===== src/pixel_window_cfg.svh =====
// PW_WIDTH must be at least 4 and PW_HEIGHT at least 3 while PW_BANKS stays at 5
`ifndef PIXEL_WINDOW_CFG_SVH
`define PIXEL_WINDOW_CFG_SVH

// pixels per source row
`define PW_WIDTH 8

// rows per frame
`define PW_HEIGHT 6

// bits per pixel, packed rgb
`define PW_PIXEL_BITS 24

// four rows in the window plus one row being filled
`define PW_BANKS 5

`endif


===== src/pixel_pkg.sv =====
// widths follow pixel_window_cfg.svh and row_t leaves headroom up to PW_HEIGHT+3
`include "pixel_window_cfg.svh"

package pixel_pkg;

    // one pixel as it arrives on in_pixel
    typedef logic [`PW_PIXEL_BITS-1:0] pixel_t;

    // column index, must also reach PW_WIDTH as the end marker
    typedef logic [$clog2(`PW_WIDTH+1)-1:0] col_t;

    // row index with room for the look-ahead of three rows past the frame
    typedef logic [$clog2(`PW_HEIGHT+4)-1:0] row_t;

endpackage


===== src/ctrl_pkg.sv =====
// bank_t covers exactly five banks and the sequencer uses only three state codes
package ctrl_pkg;

    // bank number 0 to 4
    typedef logic [2:0] bank_t;

    // FILL waits for rows, RUN emits one output row, DONE ends the frame
    typedef enum logic [1:0] {
        FILL = 2'd0,
        RUN  = 2'd1,
        DONE = 2'd2
    } seq_state_e;

endpackage


===== src/bank_if.sv =====
// rd_bank entries are already clamped to the frame and stay constant during an output row
interface bank_if;

    // write side, one pixel per accepted input
    logic                    wr_en;
    ctrl_pkg::bank_t         wr_bank;
    pixel_pkg::col_t         wr_col;

    // bank feeding each window row, index 0 is the top row
    ctrl_pkg::bank_t [3:0]   rd_bank;

    modport seq (
        output wr_en,
        output wr_bank,
        output wr_col,
        output rd_bank
    );

    modport store (
        input  wr_en,
        input  wr_bank,
        input  wr_col,
        input  rd_bank
    );

endinterface


===== src/row_sequencer.sv =====
// handles a single frame per reset and then holds frame_done until rst_n is asserted
`include "pixel_window_cfg.svh"

module row_sequencer import pixel_pkg::*, ctrl_pkg::*; (
    input  logic  clk,
    input  logic  rst_n,
    input  logic  in_valid,
    output logic  in_ready,
    input  logic  row_done,
    output logic  row_active,
    output logic  frame_done,
    bank_if.seq   bank
);

    localparam row_t  LAST_ROW  = row_t'(`PW_HEIGHT - 1);
    localparam col_t  LAST_COL  = col_t'(`PW_WIDTH - 1);
    localparam bank_t LAST_BANK = bank_t'(`PW_BANKS - 1);

    seq_state_e state;
    row_t       wr_row;
    col_t       wr_col;
    bank_t      wr_bank_q;
    row_t       out_row;
    bank_t      top_bank;
    row_t       need_row;
    row_t       top_row;
    row_t       span;
    logic       in_hs;
    logic       row_end;

    // source row k lives in bank k mod 5
    function automatic bank_t bank_add(bank_t base, logic [1:0] off);
        logic [3:0] sum;
        sum = {1'b0, base} + {2'b00, off};
        if (sum >= 4'(`PW_BANKS)) begin
            sum = sum - 4'(`PW_BANKS);
        end
        return sum[2:0];
    endfunction

    // row k may be written only once row k-5 has left the window
    assign in_ready = (wr_row < row_t'(`PW_HEIGHT)) && (wr_row <= out_row + row_t'(3));
    assign in_hs    = in_valid && in_ready;
    assign row_end  = in_hs && (wr_col == LAST_COL);

    always_ff @(posedge clk or negedge rst_n) begin
        if (!rst_n) begin
            wr_row    <= '0;
            wr_col    <= '0;
            wr_bank_q <= '0;
        end else if (in_hs) begin
            wr_col <= row_end ? '0 : wr_col + col_t'(1);
            if (row_end) begin
                wr_row    <= wr_row + row_t'(1);
                wr_bank_q <= (wr_bank_q == LAST_BANK) ? '0 : wr_bank_q + bank_t'(1);
            end
        end
    end

    // lowest source row the output row r still needs, clamped at the bottom
    assign need_row = (out_row + row_t'(2) > LAST_ROW) ? LAST_ROW : out_row + row_t'(2);

    always_ff @(posedge clk or negedge rst_n) begin
        if (!rst_n) begin
            state    <= FILL;
            out_row  <= '0;
            top_bank <= '0;
        end else begin
            case (state)
                FILL: begin
                    if (wr_row > need_row) begin
                        state <= RUN;
                    end
                end
                RUN: begin
                    if (row_done) begin
                        if (out_row == LAST_ROW) begin
                            state <= DONE;
                        end else begin
                            state   <= FILL;
                            out_row <= out_row + row_t'(1);
                            // top row stays at 0 when moving from row 0 to row 1
                            if (out_row != '0) begin
                                top_bank <= bank_add(top_bank, 2'd1);
                            end
                        end
                    end
                end
                default: state <= state;
            endcase
        end
    end

    assign row_active = (state == RUN);
    assign frame_done = (state == DONE);

    assign top_row = (out_row == '0) ? '0 : out_row - row_t'(1);
    assign span    = LAST_ROW - top_row;

    // window rows r-1..r+2 as offsets from the clamped top row
    always_comb begin
        logic [1:0] off;
        for (int j = 0; j < 4; j++) begin
            off = (out_row == '0 && j > 0) ? 2'(j - 1) : 2'(j);
            if (row_t'(off) > span) begin
                off = span[1:0];
            end
            bank.rd_bank[j] = bank_add(top_bank, off);
        end
    end

    assign bank.wr_en   = in_hs;
    assign bank.wr_bank = wr_bank_q;
    assign bank.wr_col  = wr_col;

    a_write_avoids_window: assert property (@(posedge clk) disable iff (!rst_n)
        (row_active && bank.wr_en) |->
            (bank.wr_bank != bank.rd_bank[0]) && (bank.wr_bank != bank.rd_bank[1]) &&
            (bank.wr_bank != bank.rd_bank[2]) && (bank.wr_bank != bank.rd_bank[3]));

endmodule


===== src/line_store.sv =====
// read data lags rd_col by one clock and a bank being written returns no new read data
`include "pixel_window_cfg.svh"

module line_store import pixel_pkg::*; (
    input  logic          clk,
    input  pixel_t        in_pixel,
    input  col_t          rd_col,
    output pixel_t [3:0]  row_data,
    bank_if.store         bank
);

    localparam int   ADDR_W  = $clog2(`PW_WIDTH);
    localparam col_t END_COL = col_t'(`PW_WIDTH);

    // registered read port of each bank
    pixel_t bank_q [`PW_BANKS];

    for (genvar b = 0; b < `PW_BANKS; b++) begin : g_bank
        pixel_t mem [`PW_WIDTH];
        pixel_t rd_q;
        logic   wr_sel;

        assign wr_sel = bank.wr_en && (bank.wr_bank == ctrl_pkg::bank_t'(b));

        // single port, a write takes the cycle and the read register holds
        always_ff @(posedge clk) begin
            if (wr_sel) begin
                mem[bank.wr_col[ADDR_W-1:0]] <= in_pixel;
            end else if (rd_col < END_COL) begin
                rd_q <= mem[rd_col[ADDR_W-1:0]];
            end
        end

        assign bank_q[b] = rd_q;
    end

    // route the selected bank to each window row
    always_comb begin
        for (int j = 0; j < 4; j++) begin
            row_data[j] = bank_q[bank.rd_bank[j]];
        end
    end

    a_wr_col_range: assert property (@(posedge clk)
        bank.wr_en |-> (bank.wr_col < END_COL));

endmodule


===== src/window_shift.sv =====
// no column edge fill so each output row yields PW_WIDTH-3 windows
`include "pixel_window_cfg.svh"

module window_shift import pixel_pkg::*; (
    input  logic           clk,
    input  logic           rst_n,
    input  logic           row_active,
    input  pixel_t [3:0]   row_data,
    output col_t           rd_col,
    input  logic           out_ready,
    output logic           out_valid,
    output pixel_t [15:0]  out_window,
    output logic           row_done
);

    localparam col_t END_COL = col_t'(`PW_WIDTH);

    // next column to shift in, END_COL once the row is exhausted
    col_t       col_ptr;
    logic [2:0] load_cnt;
    logic       primed;
    logic       out_hs;
    logic       shift;

    assign out_valid = (load_cnt == 3'd4);
    assign out_hs    = out_valid && out_ready;
    assign row_done  = out_hs && (col_ptr == END_COL);

    // fill four columns first, then one new column per accepted window
    assign shift = primed && ((load_cnt < 3'd4) || (out_hs && (col_ptr != END_COL)));

    // look one column ahead on a shift so read data lines up with the next shift
    assign rd_col = shift ? col_t'(col_ptr + col_t'(1)) : col_ptr;

    always_ff @(posedge clk or negedge rst_n) begin
        if (!rst_n) begin
            primed   <= 1'b0;
            load_cnt <= '0;
            col_ptr  <= '0;
        end else if (row_done) begin
            primed   <= 1'b0;
            load_cnt <= '0;
            col_ptr  <= '0;
        end else begin
            // first active cycle only fetches column 0
            if (row_active && !primed) begin
                primed <= 1'b1;
            end
            if (shift) begin
                col_ptr <= col_ptr + col_t'(1);
                if (load_cnt < 3'd4) begin
                    load_cnt <= load_cnt + 3'd1;
                end
            end
        end
    end

    // each window row shifts left, new column enters at index 3
    always_ff @(posedge clk) begin
        if (shift) begin
            for (int i = 0; i < 4; i++) begin
                out_window[i*4]     <= out_window[i*4 + 1];
                out_window[i*4 + 1] <= out_window[i*4 + 2];
                out_window[i*4 + 2] <= out_window[i*4 + 3];
                out_window[i*4 + 3] <= row_data[i];
            end
        end
    end

    a_window_hold: assert property (@(posedge clk) disable iff (!rst_n)
        (out_valid && !out_ready) |=> (out_valid && $stable(out_window)));

endmodule


===== src/pixel_window.sv =====
// accepts one frame per reset without column edge fill and out_window[row*4+col] is the window
module pixel_window import pixel_pkg::*; (
    input  logic           clk,
    input  logic           rst_n,
    input  logic           in_valid,
    output logic           in_ready,
    input  pixel_t         in_pixel,
    output logic           out_valid,
    input  logic           out_ready,
    output pixel_t [15:0]  out_window,
    output logic           frame_done
);

    col_t          rd_col;
    pixel_t [3:0]  row_data;
    logic          row_active;
    logic          row_done;

    bank_if bank ();

    row_sequencer row_sequencer_inst (
        .clk        (clk),
        .rst_n      (rst_n),
        .in_valid   (in_valid),
        .in_ready   (in_ready),
        .row_done   (row_done),
        .row_active (row_active),
        .frame_done (frame_done),
        .bank       (bank.seq)
    );

    line_store line_store_inst (
        .clk      (clk),
        .in_pixel (in_pixel),
        .rd_col   (rd_col),
        .row_data (row_data),
        .bank     (bank.store)
    );

    window_shift window_shift_inst (
        .clk        (clk),
        .rst_n      (rst_n),
        .row_active (row_active),
        .row_data   (row_data),
        .rd_col     (rd_col),
        .out_ready  (out_ready),
        .out_valid  (out_valid),
        .out_window (out_window),
        .row_done   (row_done)
    );

endmodule


===== config.mk =====
export PLATFORM = sky130hd
export DESIGN_NAME = pixel_window
export DESIGN_NICKNAME = d
export VERILOG_FILES = /design/src/pixel_pkg.sv /design/src/ctrl_pkg.sv /design/src/bank_if.sv /design/src/row_sequencer.sv /design/src/line_store.sv /design/src/window_shift.sv /design/src/pixel_window.sv
export VERILOG_INCLUDE_DIRS = /design/src /design/src/src
export SDC_FILE = /design/constraint.sdc
export NUM_CORES = 1
export LEC_CHECK = 0
export BUFFER_PORTS_ARGS = -buffer_cell sky130_fd_sc_hd__buf_2
export CAP_MARGIN = 0
export CELL_PAD_IN_SITES_DETAIL_PLACEMENT = 1
export CELL_PAD_IN_SITES_GLOBAL_PLACEMENT = 1
export CORE_ASPECT_RATIO = 1.2
export CORE_UTILIZATION = 40
export CTS_CLUSTER_SIZE = 10
export DETAILED_ROUTE_END_ITERATION = 12
export PLACE_DENSITY_LB_ADDON = 0.1
export SYNTH_ARGS = -nofsm -noshare
export SYNTH_HDL_FRONTEND = slang
export SYNTH_SLANG_ARGS = --single-unit

===== constraint.sdc =====
create_clock -name clk -period 6.7 [get_ports clk]
set_input_delay 0.67 -clock clk [delete_from_list [all_inputs] [get_ports clk]]
set_output_delay 0.67 -clock clk [all_outputs]
set_load 0.005 [all_outputs]

==> results of run 1 <==
==> tightest hold or removal path: stages <==
cell and delay [ns]:
buf_2 0.09, nand2_1 0.11, a21oi_1 0.17, a21oi_1 0.08
==> worst max path at each step <==
stage	endpoint	slack, ns	cells after the start
global route	window_shift_inst.out_window[375]	0.49	21
CTS	window_shift_inst.out_window[375]	0.91	21
floorplan	line_store_inst.g_bank[3].rd_q[0]	1.45	9
detailed placement	window_shift_inst.out_window[375]	0.91	21
finish	window_shift_inst.out_window[364]	0.81	21
global placement	window_shift_inst.out_window[360]	1.14	21
==> synth_stat cells, types with 3 or more instances <==
cell type | number | area [um2]
a31oi_1 | 3 | 18.77
nand3_1 | 16 | 80.08
nor3_1 | 4 | 20.02
o21ai_0 | 18 | 90.09
nand2_1 | 97 | 364.1
dfrtp_1 | 28 | 700.7
nor2b_1 | 36 | 225.2
inv_1 | 28 | 105.1
a22o_1 | 25 | 219.0
or2_2 | 3 | 18.77
o211ai_1 | 28 | 210.2
buf_6 | 23 | 259.0
o21a_1 | 3 | 22.52
nand4_1 | 4 | 25.02
a31o_2 | 3 | 26.28
or3_1 | 3 | 18.77
xor2_1 | 7 | 61.31
and2_0 | 4 | 25.02
and4_1 | 3 | 26.28
mux4_2 | 266 | 5991
o221ai_1 | 46 | 402.9
clkbuf_1 | 64 | 240.2
mux2i_1 | 99 | 991.0
o31ai_1 | 3 | 22.52
nand3b_1 | 5 | 37.54
a21oi_1 | 41 | 205.2
xnor2_1 | 11 | 96.34
nor2_1 | 67 | 251.5
buf_2 | 42 | 210.2
edfxtp_1 | 1464 | 43960
and4b_1 | 24 | 240.2
mux2_2 | 124 | 1396
nor3b_1 | 4 | 30.03
fa_1 | 3 | 60.06
nand2b_1 | 6 | 37.54
a22oi_1 | 24 | 180.2
buf_1 | 3 | 11.26
ha_1 | 47 | 588.1
and2_1 | 5 | 31.28
==> kinds of logic after synthesis <==
group,Yosys count,synth area share
flip-flops,1492,0.7733
multiplexers,491,0.1455
AND/OR/NAND/NOR,289,0.02587
AO/OA/AOI/OAI,209,0.02639
buffers and inverters,160,0.01430
adder cells (fa/ha/maj),50,0.01122
XOR/XNOR,19,0.003206
other,2,0.0001300
==> final cells by class <==
type | instances | area, um2 | area share
Sequential cell | 1492 | 44660 | 0.6678
Antenna cell | 2 | 5.005 | 0.00007483
Multi-Input combinational cell | 1061 | 12680 | 0.1896
Tap cell | 1925 | 2409 | 0.03601
Inverter | 28 | 107.6 | 0.001609
Clock inverter | 14 | 226.5 | 0.003386
Clock buffer | 193 | 4340 | 0.06490
Timing Repair Buffer | 451 | 2452 | 0.03667
==> registers in the layout, summed over array words and instances (netlist names) <==
| register | cells |
|---|---|
| row_sequencer_inst.state | 2 |
| row_sequencer_inst.out_row | 4 |
| window_shift_inst.primed | 1 |
| row_sequencer_inst.wr_row | 4 |
| line_store_inst.g_bank.rd_q | 120 |
| row_sequencer_inst.bank.wr_col | 4 |
| window_shift_inst.out_window | 384 |
| window_shift_inst.col_ptr | 4 |
| row_sequencer_inst.bank.wr_bank | 3 |
| line_store_inst.g_bank.mem | 960 |
| window_shift_inst.load_cnt | 3 |
| row_sequencer_inst.top_bank | 3 |
==> power groups by stage <==
stage	logic (mW)	clock network (mW)	registers [mW]
global placement	0.979	0	11.1
global route	1.09	8.56	11.0
CTS	1.02	8.25	11.0
detailed placement	1.02	0	11.2
floorplan	0.561	0	10.9
finish	0.993	8.05	11.0
==> layer usage <==
| layer | part of all wire | track usage | up-vias | wire length [um] |
|---|---|---|---|---|
| li1 | - | - | 12115 | - |
| met1 | 0.42 | 0.2758 | 15238 | 64960 |
| met2 | 0.50 | 0.3580 | 910 | 76940 |
| met3 | 0.055 | 0.04104 | 222 | 8400 |
| met4 | 0.020 | 0.05806 | 0 | 3053 |
| met5 | 0 | 0 | - | 0 |
==> per-stage QoR <==
step	cell area, um2	utilization	total power, mW	hold WS [ns]	setup slack [ns]
after global placement	62300	0.4350	12.11	0.4270	1.142
after global routing	66880	0.4670	20.65	0.3718	0.4855
after floorplan	57760	-	11.51	0.3744	1.450
after CTS	66880	0.4670	20.24	0.2978	0.9097
after detailed placement	62300	0.4350	12.18	0.4295	0.9099
final	66880	0.4670	20.02	0.3598	0.8104
==> reports/qor.csv, run 1 <==
stage,metric,value,unit
worst_hold_path,Hold Path Origin,out_ready,
sta,Max-slew headroom,0.2213,
setup_path,R2R depth,21,
sta,"Min Clock Period, post-route",5.890,ns
status,status,completed,
setup_path,"slowest stage delay, CP",0.60,ns
sta,Tcrit/Tclk final,0.8791,
setup_path,Setup CP Type,flip-flop to flip-flop,
routing,final WL,153.4,mm
cts,clk sinks,1492,
global_route,vias in the first global route,30940,
placed_design,gpl congestion,0.8148,
setup_path,Crit-path slowest cell,fa_1,
cts,CTS tree,done,
setup_path,Worst R2R Setup Slack,0.81,ns
cts,clk root buf,clkbuf_16,
power,Pleak,21.92,nW
global_route,initial antenna violation count,4,
die,die area,145900,um2
sta,RSZ-0062 raised after global routing,no,
die,Chip Height,418.2,um
placed_design,DP Wirelength,97.63,mm
yosys,post-synthesis async set-or-reset flop share,0.01877,
setup_path,worst r2r src,row_sequencer_inst.out_row[0],
die,core box area,143200,um2
setup_path,CP top delay family,adder cells,
worst_hold_path,WHS Path Cells,4,
finish,Fill cells,13102,
routing,antenna-violating nets left,0,
sta,Worst Skew,0.02464,ns
global_route,first-pass GRT wire length,220.5,mm
setup_path,Worst Setup Start Kind,flip-flop,
global_route,largest net degree at the start of global routing,181,
routing,DR iter-0 viols,2066,
power,Psw,4.480,mW
die,I/O pin count,415,
sta,Final Max Slew Viols,0,
power,sw frac,0.2237,
cts,clock slew at reported path FFs,0.06,ns
routing,routed len/inst,29.68,um
setup_path,CP arrival,6.38,ns
finish,Final #Nets,3280,
placed_design,Port Buffer Count,414,
routing,Vias,28485,
setup_path,Worst path most repeated cell,ha_1,
routing,vias per inst,5.514,
setup_path,Buf/Inv on CP,6,
power,peak supply drop,0.2807,mV
sta,fmax,169.8,MHz
die,Die Wd,348.9,um
die,Site Rows,152,
setup_path,type of destination of the critical path,flip-flop,
sta,final number of hold-violating endpoints,0,
finish,"commonest non-fill, non-tap cell in the layout",edfxtp_1,
setup_path,crit path cell chain,inv_1 > ha_1 > nor3b_1 > buf_4 > nor2_1 > ha_1 > xor2_1 > nand3b_1 > mux2i_1 > ha_1 > inv_1 > fa_1 > ha_1 > inv_1 > a2111oi_0 > a211oi_2 > buf_4 > nand2_2 > buf_4 > mux2i_1 > o211ai_1,
yosys,post-synthesis cell area,57750,um2
die,starting density of the core,0.4033,
setup_path,Critical Path Fanout Max,48,
cts,"Clk Latency, worst-skew pair",0.80,ns
global_route,Tot GR Track Use,0.2107,
placed_design,cell total after placement,4956,
setup_path,Critical Path Source,row_sequencer_inst.out_row[0],
cts,Post-CTS Resized,0,
sta,Least-Margin Pin Slew,1.165,ns
flow_run,max_cap viols,0,
finish,"commonest non-fill, non-tap cells in the layout","edfxtp_1, buf_2, mux4_2",
worst_hold_path,hold crit path type,input port to flip-flop,
yosys,Post-Syn Instances,2712,
cts,TritonCTS buffer count,168,
routing,detailed-route DRC error count,0,
worst_hold_path,worst hold path endpoint,window_shift_inst.col_ptr[0],
routing,drt first pass iters,5,
yosys,YS warnings,0,
global_route,Overflow after GRT,0,
finish,area grow syn2layout,15.81,%
setup_path,reg2reg end,window_shift_inst.out_window[364],
power,Reg power frac,0.548,
power,Comb pwr share,0.050,
yosys,top_reg_cell synth,edfxtp_1,
setup_path,Crit path required time,7.19,ns
power,power per cell area,299.4,nW/um2
power,P_int,15.54,mW
yosys,syn_area_per_cell,21.30,um2
yosys,library cells used by synthesis,59,
yosys,sequential fraction of the synthesis area,0.7733,
finish,share of cells above drive strength 1,0.3371,
cts,CTS max path bufs,3,
sta,endpoints failing setup,0,
cts,Post-CTS Setup Bufs,0,
cts,Hold Buf Count CTS,1,
yosys,Yosys reg bits,1492,
yosys,number of synthesized flops with an enable pin,1464,
cts,H-tree Lvls,4,
power,clock network power share,0.402,
sta,Fin Setup TNS,0,ns
finish,"non-filler cells, final",5166,
Note: power is estimated with default switching activity, not from simulation.
==> run 2, diff against run 1 <==
--- a/config.mk
+++ b/config.mk
@@ -14,7 +14,7 @@
 export CORE_UTILIZATION = 40
 export CTS_CLUSTER_SIZE = 10
 export DETAILED_ROUTE_END_ITERATION = 12
-export PLACE_DENSITY_LB_ADDON = 0.1
+export PLACE_DENSITY = 0.74
 export SYNTH_ARGS = -nofsm -noshare
 export SYNTH_HDL_FRONTEND = slang
 export SYNTH_SLANG_ARGS = --single-unit
==> constraint.sdc (replaced) <==
create_clock -name clk -period 7.25 [get_ports clk]
set_input_delay 0.725 -clock clk [delete_from_list [all_inputs] [get_ports clk]]
set_output_delay 0.725 -clock clk [all_outputs]
set_load 0.005 [all_outputs]
==> run 2 against run 1 <==
  * Die area unchanged
  * Sequential power decreased by 8%
  * Sequential cell count unchanged
  * Count of clock-buffer cells in the layout down 12
  * Clock skew is 0.022 ns higher
  * Hold slack better by 0.035 ns
  * Routed wire length shrank 1.1%
  * Worst setup slack improved by 0.22 ns
  * Critical endpoint is now window_shift_inst.out_window[369]
  * Largest power group unchanged
==> reports/qor.csv, run 2 (synthesis gave the netlist of run 1 again) <==
stage,metric,value,unit,change
power,Comb pwr share,0.049,,about the same
flow_run,max_cap viols,0,,unchanged
routing,antenna-violating nets left,0,,unchanged
setup_path,CP top delay family,adder cells,,
power,Pleak,21.98,nW,+0.29%
sta,Fin Setup TNS,0,ns,unchanged
setup_path,Crit-path slowest cell,nand2_2,,
power,clock network power share,0.403,,about the same
die,Chip Height,418.2,um,unchanged
worst_hold_path,worst hold path endpoint,window_shift_inst.col_ptr[0],,
power,sw frac,0.2239,,about the same
sta,Tcrit/Tclk final,0.8574,,-0.02167
finish,share of cells above drive strength 1,0.3420,,+0.004810
power,peak supply drop,0.2711,mV,-3.4%
cts,CTS max path bufs,3,,unchanged
routing,Vias,29415,,+3.3%
setup_path,Worst Setup Start Kind,flip-flop,,
cts,CTS tree,done,,
cts,clk root buf,clkbuf_16,,
sta,Max-slew headroom,0.2212,,about the same
setup_path,worst r2r src,row_sequencer_inst.out_row[0],,
setup_path,"slowest stage delay, CP",0.78,ns,+0.18 ns
die,core box area,143200,um2,unchanged
status,status,completed,,
finish,Final #Nets,3297,,+0.52%
power,power per cell area,276.5,nW/um2,-7.6%
setup_path,Buf/Inv on CP,6,,unchanged
die,Die Wd,348.9,um,unchanged
setup_path,reg2reg end,window_shift_inst.out_window[369],,
finish,Fill cells,13181,,+0.60%
placed_design,Port Buffer Count,414,,unchanged
global_route,largest net degree at the start of global routing,170,,-6.1%
routing,routed len/inst,29.31,um,-1.3%
finish,"commonest non-fill, non-tap cell in the layout",edfxtp_1,,
sta,Final Max Slew Viols,0,,unchanged
power,Psw,4.144,mW,-7.5%
finish,"commonest non-fill, non-tap cells in the layout","edfxtp_1, buf_2, mux4_2",,
cts,Post-CTS Setup Bufs,0,,unchanged
sta,fmax,160.9,MHz,-5.3%
finish,area grow syn2layout,15.91,%,about the same
routing,DR iter-0 viols,2802,,+36%
setup_path,Critical Path Fanout Max,37,,-23%
placed_design,DP Wirelength,97.21,mm,-0.43%
finish,max reg flops,960,,unchanged
cts,H-tree Lvls,4,,unchanged
setup_path,Crit path required time,7.75,ns,+0.56 ns
sta,RSZ-0062 raised after global routing,no,,
cts,Post-CTS Resized,0,,unchanged
cts,TritonCTS buffer count,168,,unchanged
power,P_int,14.37,mW,-7.6%
power,Reg power frac,0.548,,about the same
sta,Least-Margin Pin Slew,1.168,ns,+0.002894 ns
routing,final WL,151.7,mm,-1.1%
global_route,Overflow after GRT,0,,unchanged
die,die area,145900,um2,unchanged
setup_path,Worst R2R Setup Slack,1.03,ns,+0.22 ns
finish,"Core Util, Final",0.4675,,about the same
global_route,vias in the first global route,31021,,+0.26%
global_route,first-pass GRT wire length,217.4,mm,-1.4%
worst_hold_path,hold crit path type,input port to flip-flop,,
die,starting density of the core,0.4033,,unchanged
die,I/O pin count,415,,unchanged
cts,clk sinks,1492,,unchanged
setup_path,Setup CP Type,flip-flop to flip-flop,,
global_route,initial antenna violation count,14,,+10
sta,endpoints failing setup,0,,unchanged
die,Site Rows,152,,unchanged
sta,final number of hold-violating endpoints,0,,unchanged
routing,vias per inst,5.683,,+3.1%
cts,clock slew at reported path FFs,0.06,ns,about the same
setup_path,type of destination of the critical path,flip-flop,,
setup_path,Worst path most repeated cell,ha_1,,
setup_path,crit path cell chain,inv_1 > ha_1 > nor3b_1 > buf_4 > nor2_1 > ha_1 > xor2_1 > nand3b_1 > mux2i_1 > ha_1 > inv_1 > fa_1 > ha_1 > inv_1 > a2111oi_0 > a211oi_2 > buf_4 > nand2_2 > buf_4 > mux2i_1 > o211ai_1,,
sta,"Min Clock Period, post-route",6.216,ns,+0.3264 ns
routing,detailed-route DRC error count,0,,unchanged
cts,Hold Buf Count CTS,1,,unchanged
cts,"Clk Latency, worst-skew pair",0.81,ns,about the same
sta,Worst Skew,0.04695,ns,+0.02231 ns
global_route,Tot GR Track Use,0.2067,,-0.004054
setup_path,CP arrival,6.72,ns,+0.34 ns
routing,drt first pass iters,5,,unchanged
setup_path,R2R depth,21,,unchanged
worst_hold_path,Hold Path Origin,out_ready,,
worst_hold_path,WHS Path Cells,4,,unchanged
placed_design,gpl congestion,0.8328,,+2.2%
run 2: cell count changes in the layout (fill, tap and decap cells not counted), sizes merged:
cell / change
clkinv: +6
buf: +17
inv: -1
clkbuf: -12
run 2: worst reg2reg max path, cell delays in order, from the launching register on:
cell	delay [ns]
dfrtp_1	0.58
inv_1	0.22
ha_1	0.28
nor3b_1	0.15
buf_4	0.17
nor2_1	0.18
ha_1	0.20
xor2_1	0.17
nand3b_1	0.15
mux2i_1	0.18
ha_1	0.21
inv_1	0.07
fa_1	0.59
ha_1	0.25
inv_1	0.12
a2111oi_0	0.50
a211oi_2	0.08
buf_4	0.25
nand2_2	0.78
buf_4	0.42
mux2i_1	0.27
o211ai_1	0.11
run 2: power groups by stage:
stage	registers [mW]	clock network [mW]	logic (mW)
CTS	10.1	7.59	0.924
finish	10.1	7.46	0.913
global route	10.2	7.83	0.988
global placement	10.3	0	0.874
detailed placement	10.3	0	0.917
floorplan	10.1	0	0.518
run 2: area by class of cell:
class / count / area [um2] / share of cell area
clock buffers: 181 / 4295 / 0.06416
clock inverters: 19 / 332.8 / 0.004972
repair buffers: 468 / 2530 / 0.03779
multi-input cells: 1061 / 12600 / 0.1882
diodes: 2 / 5.005 / 0.00007476
well taps: 1925 / 2409 / 0.03598
flip-flops and latches: 1492 / 44660 / 0.6672
inverters: 28 / 107.6 / 0.001607
run 2: how the worst max path moves through the flow:
stage	from	cells past startpoint	to	slack, ns
6_report	row_sequencer_inst.out_row[0]	21	window_shift_inst.out_window[369]	1.03
5_1_grt	row_sequencer_inst.out_row[0]	21	window_shift_inst.out_window[369]	0.60
4_1_cts	row_sequencer_inst.out_row[0]	21	window_shift_inst.out_window[369]	1.06
3_5_place_dp	row_sequencer_inst.out_row[0]	21	window_shift_inst.out_window[363]	1.11
3_3_place_gp	row_sequencer_inst.out_row[0]	21	window_shift_inst.out_window[367]	1.37
2_1_floorplan	window_shift_inst.col_ptr[0]	9	line_store_inst.g_bank[3].rd_q[0]	2.00
run 2: through the flow:
stage,power (mW),cells,setup slack (ns),area (um2),hold WS [ns]
detailed placement,11.21,4973,1.114,62300,0.4271
CTS,18.64,5174,1.057,66940,0.3421
global placement,11.15,4973,1.374,62300,0.4242
global route,18.98,5176,0.5960,66940,0.4521
floorplan,10.64,2713,2.000,57760,0.4294
finish,18.51,5176,1.034,66940,0.3952
run 2: metal layers:
layer / vias up / global-route usage / part of all wire
li1: 12128 / - / -
met1: 15645 / 0.2519 / 0.38
met2: 1343 / 0.3578 / 0.51
met3: 287 / 0.04095 / 0.072
met4: 12 / 0.08660 / 0.037
met5: - / 0 / 0.00048
